--- src/lspcPkg.sv ---
package lspcPkg;

	// ==================================================================
	// Widths with a meaning
	// ==================================================================

	// Word offset inside the CPU register window
	typedef logic [2:0] cpuAddr_t;

	// CPU data word
	typedef logic [15:0] cpuWord_t;

	// Video RAM word address
	typedef logic [15:0] vramAddr_t;

	// Horizontal pixel position
	typedef logic [8:0] pixelCount_t;

	// Raster line number
	typedef logic [8:0] raster_t;

	// Auto-animation frame divisor
	typedef logic [7:0] aaSpeed_t;

	// Auto-animation tile number
	typedef logic [2:0] aaCount_t;

	// ==================================================================
	// Register map and reset values
	// ==================================================================

	localparam cpuAddr_t regVramAddr = 3'd0;
	localparam cpuAddr_t regVramRw = 3'd1;
	localparam cpuAddr_t regVramMod = 3'd2;
	localparam cpuAddr_t regLspcMode = 3'd3;

	// Speed field sits in the upper byte of the mode word
	localparam int modeSpeedLsb = 8;

	localparam vramAddr_t vramModReset = '0;
	localparam aaSpeed_t aaSpeedReset = '0;

	// ==================================================================
	// Bundles
	// ==================================================================

	// CPU side, one-cycle strobes
	typedef struct packed {
		cpuAddr_t addr;
		cpuWord_t wrData;
		logic rd;
		logic wr;
	} cpuBus_t;

	// Register block to VRAM port
	typedef struct packed {
		logic loadAddr;
		logic writeData;
		cpuWord_t data;
	} vramCmd_t;

	// Raster position and timing pulses
	typedef struct packed {
		raster_t raster;
		logic lineStart;
		logic frameStart;
	} videoStatus_t;

endpackage
--- src/vramPort.sv ---
`timescale 1ns/1ps

module vramPort (
	input logic CLK,
	input logic nRESETP,
	input lspcPkg::vramCmd_t vramCmd,
	input lspcPkg::vramAddr_t vramMod,
	output lspcPkg::vramAddr_t memAddr,
	output logic memWe,
	output lspcPkg::cpuWord_t memWrData,
	input lspcPkg::cpuWord_t memRdData,
	output lspcPkg::cpuWord_t readAhead
);
	import lspcPkg::*;

	// Current CPU-side VRAM address
	vramAddr_t vramAddr;

	// Any command that moves the address
	logic addrMove;

	// Read-ahead pipeline
	// readIssue is high while the new address sits on the RAM
	// readBack is high while its data sits on memRdData
	logic readIssue;
	logic readBack;

	// ==================================================================
	// Address register
	// ==================================================================

	assign addrMove = vramCmd.loadAddr | vramCmd.writeData;

	always_ff @(posedge CLK or negedge nRESETP) begin
		if (!nRESETP) begin
			vramAddr <= '0;
		end else if (vramCmd.loadAddr) begin
			vramAddr <= vramCmd.data;
		end else if (vramCmd.writeData) begin
			// Auto-increment after the write, wraps at 64K words
			vramAddr <= vramAddr + vramMod;
		end
	end

	// ==================================================================
	// RAM interface
	// ==================================================================

	// Write goes to the old address, in the command cycle
	assign memAddr = vramAddr;
	assign memWe = vramCmd.writeData;
	assign memWrData = vramCmd.data;

	// ==================================================================
	// Read-ahead latch
	// ==================================================================

	always_ff @(posedge CLK or negedge nRESETP) begin
		if (!nRESETP) begin
			readIssue <= 1'b0;
			readBack <= 1'b0;
		end else begin
			readIssue <= addrMove;
			readBack <= readIssue;
		end
	end

	// Three cycles after the CPU strobe
	always_ff @(posedge CLK or negedge nRESETP) begin
		if (!nRESETP) begin
			readAhead <= '0;
		end else if (readBack) begin
			readAhead <= memRdData;
		end
	end

endmodule

--- config.mk ---
export PLATFORM = sky130hd
export DESIGN_NAME = vramPort
export DESIGN_NICKNAME = d
export VERILOG_FILES = /design/src/lspcPkg.sv /design/src/vramPort.sv
export SDC_FILE = /design/constraint.sdc
export NUM_CORES = 1
export LEC_CHECK = 0
export ABC_CLOCK_PERIOD_IN_PS = 2200
export BUFFER_PORTS_ARGS = -buffer_cell sky130_fd_sc_hd__buf_2
export CORE_AREA = 10 10 80 89
export CTS_CLUSTER_DIAMETER = 80
export CTS_CLUSTER_SIZE = 12
export DETAILED_ROUTE_END_ITERATION = 12
export DIE_AREA = 0 0 90 99
export PLACE_DENSITY = 0.75
export SKIP_LAST_GASP = 1
export SYNTH_ARGS = -nofsm -noshare
export SYNTH_HDL_FRONTEND = slang
export SYNTH_SLANG_ARGS = --single-unit
--- constraint.sdc ---
create_clock -name CLK -period 2.2 [get_ports CLK]
set_input_delay 0.33 -clock CLK [delete_from_list [all_inputs] [get_ports CLK]]
set_output_delay 0.33 -clock CLK [all_outputs]
set_load 0.02 [all_outputs]
After elaboration in Yosys (flattened, before gate mapping)
Index checks and enable logic that the tools add are counted.

operators by class
  add/subtract/negate cells = 1
  multiplexer cells = 2
  bitwise operators = 1
  reductions and logical operators = 1

operators with widths
  kind                number
  two-way mux 16 bit  2
  adder 16 bit        1
  nonzero test 2 bit  1
  OR 1 bit            1

storage, ports and cells
  register bits = 34
  input bits = 52
  output and inout bits = 49
  word-level logic and storage cells = 9

Logic depth before layout (Yosys ltp)
Gate-level depths: netlist (run 1).

  depth after elaboration = 3
  gate-level depth with buffers = 9

Worst setup path before layout (run 1)
Ideal clock, no wire load.

  path kind = register to register
  start point = reg vramAddr[0], in the netlist memAddr[0]
  end point = reg vramAddr[12], in the netlist memAddr[12]
  setup time = 0.126 ns
  data arrival time = 2.176 ns
  required time = 2.074 ns
  setup slack = -0.102 ns
  stages on the path, launching flop included = 10
  clock period less this slack = 2.302 ns
  cell sequence = dfrtp_1 -> ha_1 -> fa_1 -> a21oi_2 -> o31ai_2 -> a21oi_2 -> o21bai_2 -> a41oi_2 -> mux2i_1 -> a221o_1

on the way
  word-level cells in the longest chain between the ends = 3

RTL lines
  what                    RTL line        RTL
  from (decl)             vramPort.sv:17  vramAddr_t vramAddr;
  from (signal assigned)  vramPort.sv:38  vramAddr <= vramCmd.data;
  from (signal assigned)  vramPort.sv:41  vramAddr <= vramAddr + vramMod;
  adder 16 bit            vramPort.sv:41
  two-way mux 16 bit      vramPort.sv:39  end else if (vramCmd.writeData) begin
  two-way mux 16 bit      vramPort.sv:37  end else if (vramCmd.loadAddr) begin

No other way between the ends. The select of a mux whose other input is x is not followed.
A chain may end at the register's enable or synchronous reset.

Worst setup path after layout (run 1)
  start point = reg vramAddr[0], in the netlist memAddr[0]
  end point = reg vramAddr[14], in the netlist memAddr[14]

The elaborated chain is that of the path after synthesis.

==> results, run 1 <==
- The run finished with clean final reports.
- The total global routing overflow is 0.
- Dividing the synthesized area by the synthesized cell count gives about 10 µm².
- Counting along the longest clock path gives a buffer depth of 2.
- For this run, design rule violations remaining after detail routing come to 0.
- The number of inserted filler cells in the final layout is 495.
- The worst setup path is captured at a flop.
- Dividing the detail-routed wire length by the instance count gives 15.25 µm.
- The clock-pin transition on the worst setup and hold timing paths is ~0.07 ns.
- The count of antenna-violating nets left after detailed routing is 0.
- The post-synthesis share of cell area spent on and, or, nand and nor gates is about an eighth.
- In this run the clock root is driven by a sky130_fd_sc_hd__clkbuf_8.
- The number of antenna violations at the first check in global routing was 0.
- The count of inserted antenna diode cells is 0.
- The die span in x is about 90 µm.
- The insertion delay of the later-clocked pin in the worst-skew pair is just under 0.3 ns.
- Yosys mapped a number of flops with a built-in enable equal to 0.
- Of the cells placed in the final design, the portion with a size suffix greater than 1 is between 40% and 50%.
- The finished layout holds 390 standard cells, fillers aside.
- The share of Yosys cell area claimed by the top area cell type is roughly two fifths.
- Once placement completed, the tool counted placed cells totaling ~380.
- The worst setup skew after layout is ~0.0085 ns.
- The fraction of registers with async set or reset after synthesis is between 90% and 100%.
- The setup violation total in the final timing report is 0.
- After synthesis, the cell types taking the most area are sky130_fd_sc_hd__dfrtp_1 (39%), sky130_fd_sc_hd__mux2_2 (8.7%), sky130_fd_sc_hd__ha_1 (8.5%), sky130_fd_sc_hd__buf_4 (5.8%), sky130_fd_sc_hd__a21oi_1 (3.2%).
- The number of global-route vias before repair is just over 2k.
- Entering global routing, the biggest net connects 37 pins.
- The tightest hold path in the finished design has a slack of 0.1136 ns.
- The xor/xnor share of the synthesized area is 2.378%.
- The worst slew margin relative to its limit is 48.81%.
- Across the VDD grid, the largest voltage drop is ~260 µV.
- The die is between 90 and 100 µm tall.
- The CTS buffer count is 5.
- After synthesis, the largest family of logic cells by area is compound AO/OA/AOI/OAI gates.
- In the post-synthesis netlist, the cell with the most instances is sky130_fd_sc_hd__dfrtp_1.
- The initial utilization of the core area, before any placement, comes to between 40% and 50%.
- The main flop type after synthesis is sky130_fd_sc_hd__dfrtp_1.
- Wires add up to around 6000 µm.
- The final period utilization is 96.25%.
- Setup repair after global routing could not meet its margin everywhere.
- The tool flagged a number of max-cap violations equal to 0.
- The gate count of the mapped netlist is ~220.
- In the synthesized netlist, the cells that appear most often are sky130_fd_sc_hd__dfrtp_1 (34), sky130_fd_sc_hd__buf_4 (17), sky130_fd_sc_hd__mux2_2 (17).
- In the synthesized netlist, mux cells make up 11.38% of the area.
- The Yosys warning count is 0.
- The cell area after synthesis is approximately 0.0022 mm².
- The worst setup path is of the flop to flop kind.
- The path class of the tightest hold or removal check is primary input to async pin.
- Data on the critical path arrives at its endpoint at between 2 and 2.5 ns.
- The routability-driven placement congestion ratio is 0.8590.
- The detailed placer's ending HPWL is about 4800 µm.
- The cell type with the largest total area after synthesis is sky130_fd_sc_hd__dfrtp_1.
- At the pin with the least slew margin, the transition time is about 0.77 ns.
- TritonCTS built the clock tree.
- The number of pins with negative max-slew slack in the final report came to 0.
- In this run the number of H-tree levels came out at 2.
- The floorplan has 28 rows.
- The final layout contains 382 nets.
- The data required time of the worst path is 2.38 ns.
- The total number of vias is about 2.0k.
- CTS saw 34 sinks.
- The die covers roughly 0.0089 mm².
- For this run, the top clock speed supported by timing is roughly 470 MHz.
- The first-pass detailed-route iteration total is 4.
- From synthesis to final layout, the design area changed by 28.48%.
- Of all nets on the critical path, the largest fanout is 3.
- The analysis attributes to cell leakage a power of roughly 0.0014 µW.
- The area of the core region is around 0.0053 mm².
- Of the synthesized area, sequential elements account for 38.51%.
- The post-layout minimum cycle time is about 2.1 ns.
- The number of cell instances on the worst register-to-register path is 9.
- The ratio of total power to cell area is 731.3 mW/mm².
- The synthesized-area fraction occupied by adder cells is a little under a tenth.
- The number of top-level design ports is 101.
- In the routed layout, each cell is associated on average with a via count of around 5.0.
- The flip-flop and latch count after synthesis is 34.
- The post-synth net total is 291.
- Port buffering added 100 buffers.
- Counting distinct cell types in the post-synthesis netlist gives 42.
- The global-route usage over all layers is between 10% and 20%.
- The number of failing hold endpoints at the final stage came to 0.
- The worst setup path is launched from a flop.
- The first global-routing pass estimated 9584 µm of wire.
- The detailed router's first-iteration violation count is 42.
- The synthesized netlist devotes between 10% and 20% of its cell area to compound gates.
[kinds of logic (layout without fill, tap and decap cells)]
kind of cell / Yosys count / count (layout)
XOR/XNOR: 6 / 6
flip-flops: 34 / 34
AND/OR/NAND/NOR: 52 / 52
AO/OA/AOI/OAI: 59 / 59
multiplexers: 23 / 23
adder cells (fa/ha/maj): 16 / 16
buffers and inverters: 33 / 125
[final cells by class]
cell class	instances	area [µm²]	area share (%)
clock buffer	6	82.58	2.909
clock inverter	2	12.51	0.4407
inverter	9	33.78	1.190
multi-input combinational	156	1204	42.40
sequential	34	852.1	30.01
tap	75	93.84	3.305
timing repair buffer	108	560.5	19.74
[power breakdown]
part           leakage (µW)  total [µW]  internal (µW)  switching (µW)
Combinational      0.000946         840            368             472
Sequential         0.000398         758            700            58.2
Clock             0.0000472         479            251             227
[cells in the final DEF (no fill, tap or decap), types with 3 or more instances in the layout]
cell type and instances:
sky130_fd_sc_hd__nor3_1 6, sky130_fd_sc_hd__mux2i_1 6, sky130_fd_sc_hd__a21o_1 3, sky130_fd_sc_hd__o21ai_1 4
sky130_fd_sc_hd__nand3_1 3, sky130_fd_sc_hd__clkbuf_8 6, sky130_fd_sc_hd__a21oi_1 14, sky130_fd_sc_hd__o21ai_0 12
sky130_fd_sc_hd__a31oi_1 5, sky130_fd_sc_hd__nand2_1 14, sky130_fd_sc_hd__buf_4 8, sky130_fd_sc_hd__buf_2 100
sky130_fd_sc_hd__nor2b_1 4, sky130_fd_sc_hd__ha_1 13, sky130_fd_sc_hd__or3_1 4, sky130_fd_sc_hd__inv_1 7
sky130_fd_sc_hd__nand3b_1 5, sky130_fd_sc_hd__nor2_1 7, sky130_fd_sc_hd__dfrtp_1 33, sky130_fd_sc_hd__mux2_2 17
sky130_fd_sc_hd__a21oi_2 3, sky130_fd_sc_hd__xnor2_1 5, sky130_fd_sc_hd__a22oi_1 4, sky130_fd_sc_hd__o21a_1 3
[per-stage QoR]
stage	area (µm²)	setup TNS [ns]	util, %	setup WS, ns	total power [µW]
finish	2839	0	53.67	0.08251	2076
global route	2839	-0.01991	53.67	-0.01666	2217
CTS	2796	0	52.86	0.001987	2075
detailed placement	2684	-0.1362	50.73	-0.08095	1581
global placement	2684	-0.03027	50.73	-0.03027	1565
floorplan	2213	0	-	0.007991	1334
[routing by layer]
metal,GRT usage (%),share of wire (%)
met1,14.03,44
met3,5.615,8.4
met5,0,0
met2,21.59,46
met4,4.412,2.1
[timing repair]
action | CTS | global route
cloned | 0 | 0
endpoints found under the setup margin | 1 | 8
hold buffers | 0 | 0
setup buffers | 2 | 2
hold endpoints to repair | 0 | 0
pin swaps | 6 | 5
resized for setup | 1 | 7
[worst max-delay path, stage by stage, from the launching register on]
cell and delay [ns]:
sky130_fd_sc_hd__dfrtp_2 0.43, sky130_fd_sc_hd__ha_4 0.17, sky130_fd_sc_hd__fa_2 0.34, sky130_fd_sc_hd__a21oi_2 0.16, sky130_fd_sc_hd__o31ai_2 0.08, sky130_fd_sc_hd__a21oi_2 0.22, sky130_fd_sc_hd__nor2_1 0.08, sky130_fd_sc_hd__o22ai_1 0.18
sky130_fd_sc_hd__mux2i_1 0.10, sky130_fd_sc_hd__a221o_1 0.25
[final timing paths]
check	startpoint	to	slack, ns
max	memAddr[0]	memAddr[14]	0.08
min	nRESETP	memAddr[10]	0.11
max reg2reg	memAddr[0]	memAddr[14]	0.08
min reg2reg	readIssue	readBack	0.37
max in group asynchronous	nRESETP	memAddr[0]	1.54
min in group CLK	vramCmd[9]	memAddr[9]	0.26
[registers in the layout, indices dropped and copies added (netlist names)]
name,cells
memAddr,16
readAhead,16
readBack,1
readIssue,1
Note: power is estimated with default switching activity, not from simulation.
==> run 2: changes to the inputs <==
--- a/config.mk
+++ b/config.mk
@@ -7,6 +7,7 @@
 export LEC_CHECK = 0
 export ABC_CLOCK_PERIOD_IN_PS = 2200
 export BUFFER_PORTS_ARGS = -buffer_cell sky130_fd_sc_hd__buf_2
+export CAP_MARGIN = 20
 export CORE_AREA = 10 10 80 89
 export CTS_CLUSTER_DIAMETER = 80
 export CTS_CLUSTER_SIZE = 12
==> constraint.sdc (replaced) <==
create_clock -name CLK -period 2.2 [get_ports CLK]
set_input_delay 0 -clock CLK [delete_from_list [all_inputs] [get_ports CLK]]
set_output_delay 0 -clock CLK [all_outputs]
set_load 0.02 [all_outputs]
==> run 2 against run 1 <==
- clock skew down 0.0057 ns
- worst hold slack improved by 0.042 ns
- sequential cell count unchanged
- worst setup slack got worse by 0.0086 ns
- wire length up 15%
- cell count is 7.2% higher
- critical endpoint is now memAddr[12]
==> results, run 2 (synthesis gave the netlist of run 1 again) <==
- The maximum fanout along the worst path is 3.
- The detail route stage leaves a number of antenna-violating nets equal to 0.
- Setup repair after global routing could not meet its margin everywhere.
- The worst slew margin relative to its limit is about half.
- The multi-input logic area is 0.001226 mm².
- The clock passes through at most 2 buffers.
- The transition at the pin with the smallest max-transition slack is 0.7637 ns.
- The final period utilization is a little over nine tenths.
- The die covers 0.008910 mm².
- The area of the core region is 0.005290 mm².
- STA classifies the critical path startpoint as a flop.
- The clock period could shrink to ~2.1 ns.
- The ratio of total power to cell area is 734.1 mW/mm².
- The arrival time reported for the critical path endpoint is ~2.3 ns.
- The detailed router's first-iteration violation count is ~80.
- TritonCTS built the clock tree.
- Of the total power, the clock network draws around 30%.
- The clock-pin transition on the worst setup and hold timing paths is 0.07 ns.
- The path class of the lowest-slack min-delay path is primary input to flop.
- The number of sinks driven by the clock tree is 34.
- In this run the critical register-to-register path is launched from memAddr[0].
- Across all setup checks in the final design, the least slack found is about 0.074 ns.
- The post-layout net count is between 400 and 500.
- The total length of routed wires is 6858 µm.
- The global-route usage over all layers is between 15 and 20%.
- The area occupied by registers is about 850 µm².
- The pre-antenna-repair detailed-routing pass consisted of 4 iterations.
- The combinational cell fraction of total power is a little under two fifths.
- Setup violations remaining at the end of the flow were counted as 0.
- The setup check on the worst reg-to-reg path leaves a slack of 0.07 ns.
- Row generation in the floorplan step produced 28 rows.
- In this run the critical register-to-register path is captured at memAddr[12].
- The average vias per placed instance is around 5.1.
- The number of cell instances on the worst register-to-register path is 9.
- The number of global-route vias before repair is around 2.2k.
- Across all hold checks on the routed design, the worst slack comes to roughly 0.16 ns.
- The maximum level of the CTS H-tree is 2.
- The detailed placer's ending HPWL is 4856 µm.
- Port buffering added 100 buffers.
- The root buffer cell is sky130_fd_sc_hd__clkbuf_8.
- Internal power comes to approximately 1600 µW.
- Summed over all failing endpoints, the final setup total negative slack is 0 ns.
- The number of inserted filler cells in the final layout is 429.
- 0 antenna diodes ended up in the layout.
- The worst setup path is captured at a flop.
- The total global routing overflow is 0.
- The worst hold path begins at vramMod[15].
- The number of pins with negative max-slew slack in the final report was 0.
- Of the total power, the share spent switching nets is 33.76%.
- The worst hold path passes through 4 cells.
- Timing would allow up to ~470 MHz.
- The post-placement worst setup slack is roughly 0.022 ns.
- The worst-case IR drop observed on VDD is ~390 µV.
- Buffers inserted during clock tree synthesis total 5.
- For the worst setup path, the data required time is 2.38 ns.
- The routed wire length per instance is 16.41 µm.
- The share of cells above drive strength 1 is a little over two fifths.
- The number of failing hold endpoints at the final stage is 0.
- Cells fill between 60% and 70% of the core in the end.
- In this run the power spent charging and discharging nets is 792.4 µW.
- The design draws 2347 µW.
- The worst hold path terminates at memAddr[15].
- The total DRC errors in the routed layout is 0.
- The area growth from synthesis to layout is 44.68%.
- At the later pin of the worst-skew pair, clock insertion delay measures between 0.2 and 0.3 ns.
- The first global-routing pass estimated ~11000 µm of wire.
- The number of antenna violations at the first check in global routing is 0.
- The die span in x is roughly 90 µm.
- The analysis attributes to cell leakage a power of roughly 0.0015 µW.
- The number of max-capacitance violations reported is 0.
- Across all layers, the routed design uses 2129 vias.
- The starting density of the core is roughly two fifths.
- The height of the chip is ~99 µm.
- Sequential cells account for between 30% and 40% of the total power.
- The critical setup path kind is flop to flop.
- between 100 and 150 I/O pins were placed.
- The run finished with clean final reports.
- The routability-driven placement congestion ratio is between 0.8 and 0.9.
- The library cells used most frequently in the layout, excluding fill and tap cells, are sky130_fd_sc_hd__buf_2 (100), sky130_fd_sc_hd__dlygate4sd3_1 (33), sky130_fd_sc_hd__dfrtp_1 (33).
- Across the routed clock network, the largest skew measured is ~0.0028 ns.
- The largest net degree at the start of global routing is 37.
- The library cell used most frequently in the layout, excluding fill and tap cells, is sky130_fd_sc_hd__buf_2.
run 2: power by group through the flow:
stage / Sequential [µW] / Combinational [µW] / Clock, µW
6_report: 761 / 893 / 693
5_1_grt: 772 / 984 / 742
4_1_cts: 758 / 858 / 714
3_5_place_dp: 770 / 808 / 0
3_3_place_gp: 763 / 795 / 0
2_1_floorplan: 851 / 483 / 0
run 2: area by class of cell:
| type | count | share of cell area [%] |
|---|---|---|
| Tap cell | 75 | 2.935 |
| Clock inverter | 3 | 2.153 |
| Sequential cell | 34 | 26.65 |
| Inverter | 9 | 1.057 |
| Multi-Input combinational cell | 156 | 38.36 |
| Timing Repair Buffer | 136 | 26.69 |
| Clock buffer | 5 | 2.153 |
run 2: per-stage QoR:
step,instances,area [µm²]
final,418,3197
after global routing,418,3197
after CTS,417,3137
after detailed placement,376,2669
after global placement,376,2669
after floorplan,223,2213
run 2: how the worst max path moves through the flow:
| stage | from | endpoint | slack (ns) | cells after the start |
|---|---|---|---|---|
| after CTS | memAddr[0] | memAddr[14] | 0.01 | 9 |
| final | memAddr[0] | memAddr[12] | 0.07 | 9 |
| after global routing | memAddr[3] | memAddr[13] | -0.03 | 8 |
| after global placement | memAddr[0] | memAddr[12] | 0.04 | 9 |
| after floorplan | memAddr[0] | memAddr[12] | 0.008 | 9 |
| after detailed placement | memAddr[0] | memAddr[12] | 0.02 | 9 |
run 2: repair_timing:
item | 4_1_cts | 5_1_grt
gates resized for setup | 0 | 14
setup endpoints to repair | 1 | 7
pin swaps | 3 | 5
endpoints found under the hold margin | 66 | 0
hold buffers | 33 | 0
buffers inserted | 0 | 1
run 2: metal layers:
layer | global-route usage [%] | wire, µm | vias to the layer above | share of wire (%)
met3 | 5.159 | 469 | 11 | 6.8
met4 | 3.554 | 107 | 0 | 1.6
met1 | 17.26 | 2986 | 1001 | 44
li1 | - | - | 1037 | -
met2 | 26.17 | 3294 | 80 | 48
met5 | 0 | 0 | - | 0
run 2: critical path, stage by stage (launching register included):
cell                       delay [ns]
sky130_fd_sc_hd__dfrtp_2         0.42
sky130_fd_sc_hd__ha_4            0.17
sky130_fd_sc_hd__fa_2            0.35
sky130_fd_sc_hd__a21oi_2         0.18
sky130_fd_sc_hd__o31ai_2         0.08
sky130_fd_sc_hd__a21oi_2         0.20
sky130_fd_sc_hd__o21bai_2        0.11
sky130_fd_sc_hd__a41oi_2         0.16
sky130_fd_sc_hd__mux2i_1         0.09
sky130_fd_sc_hd__a221o_1         0.26
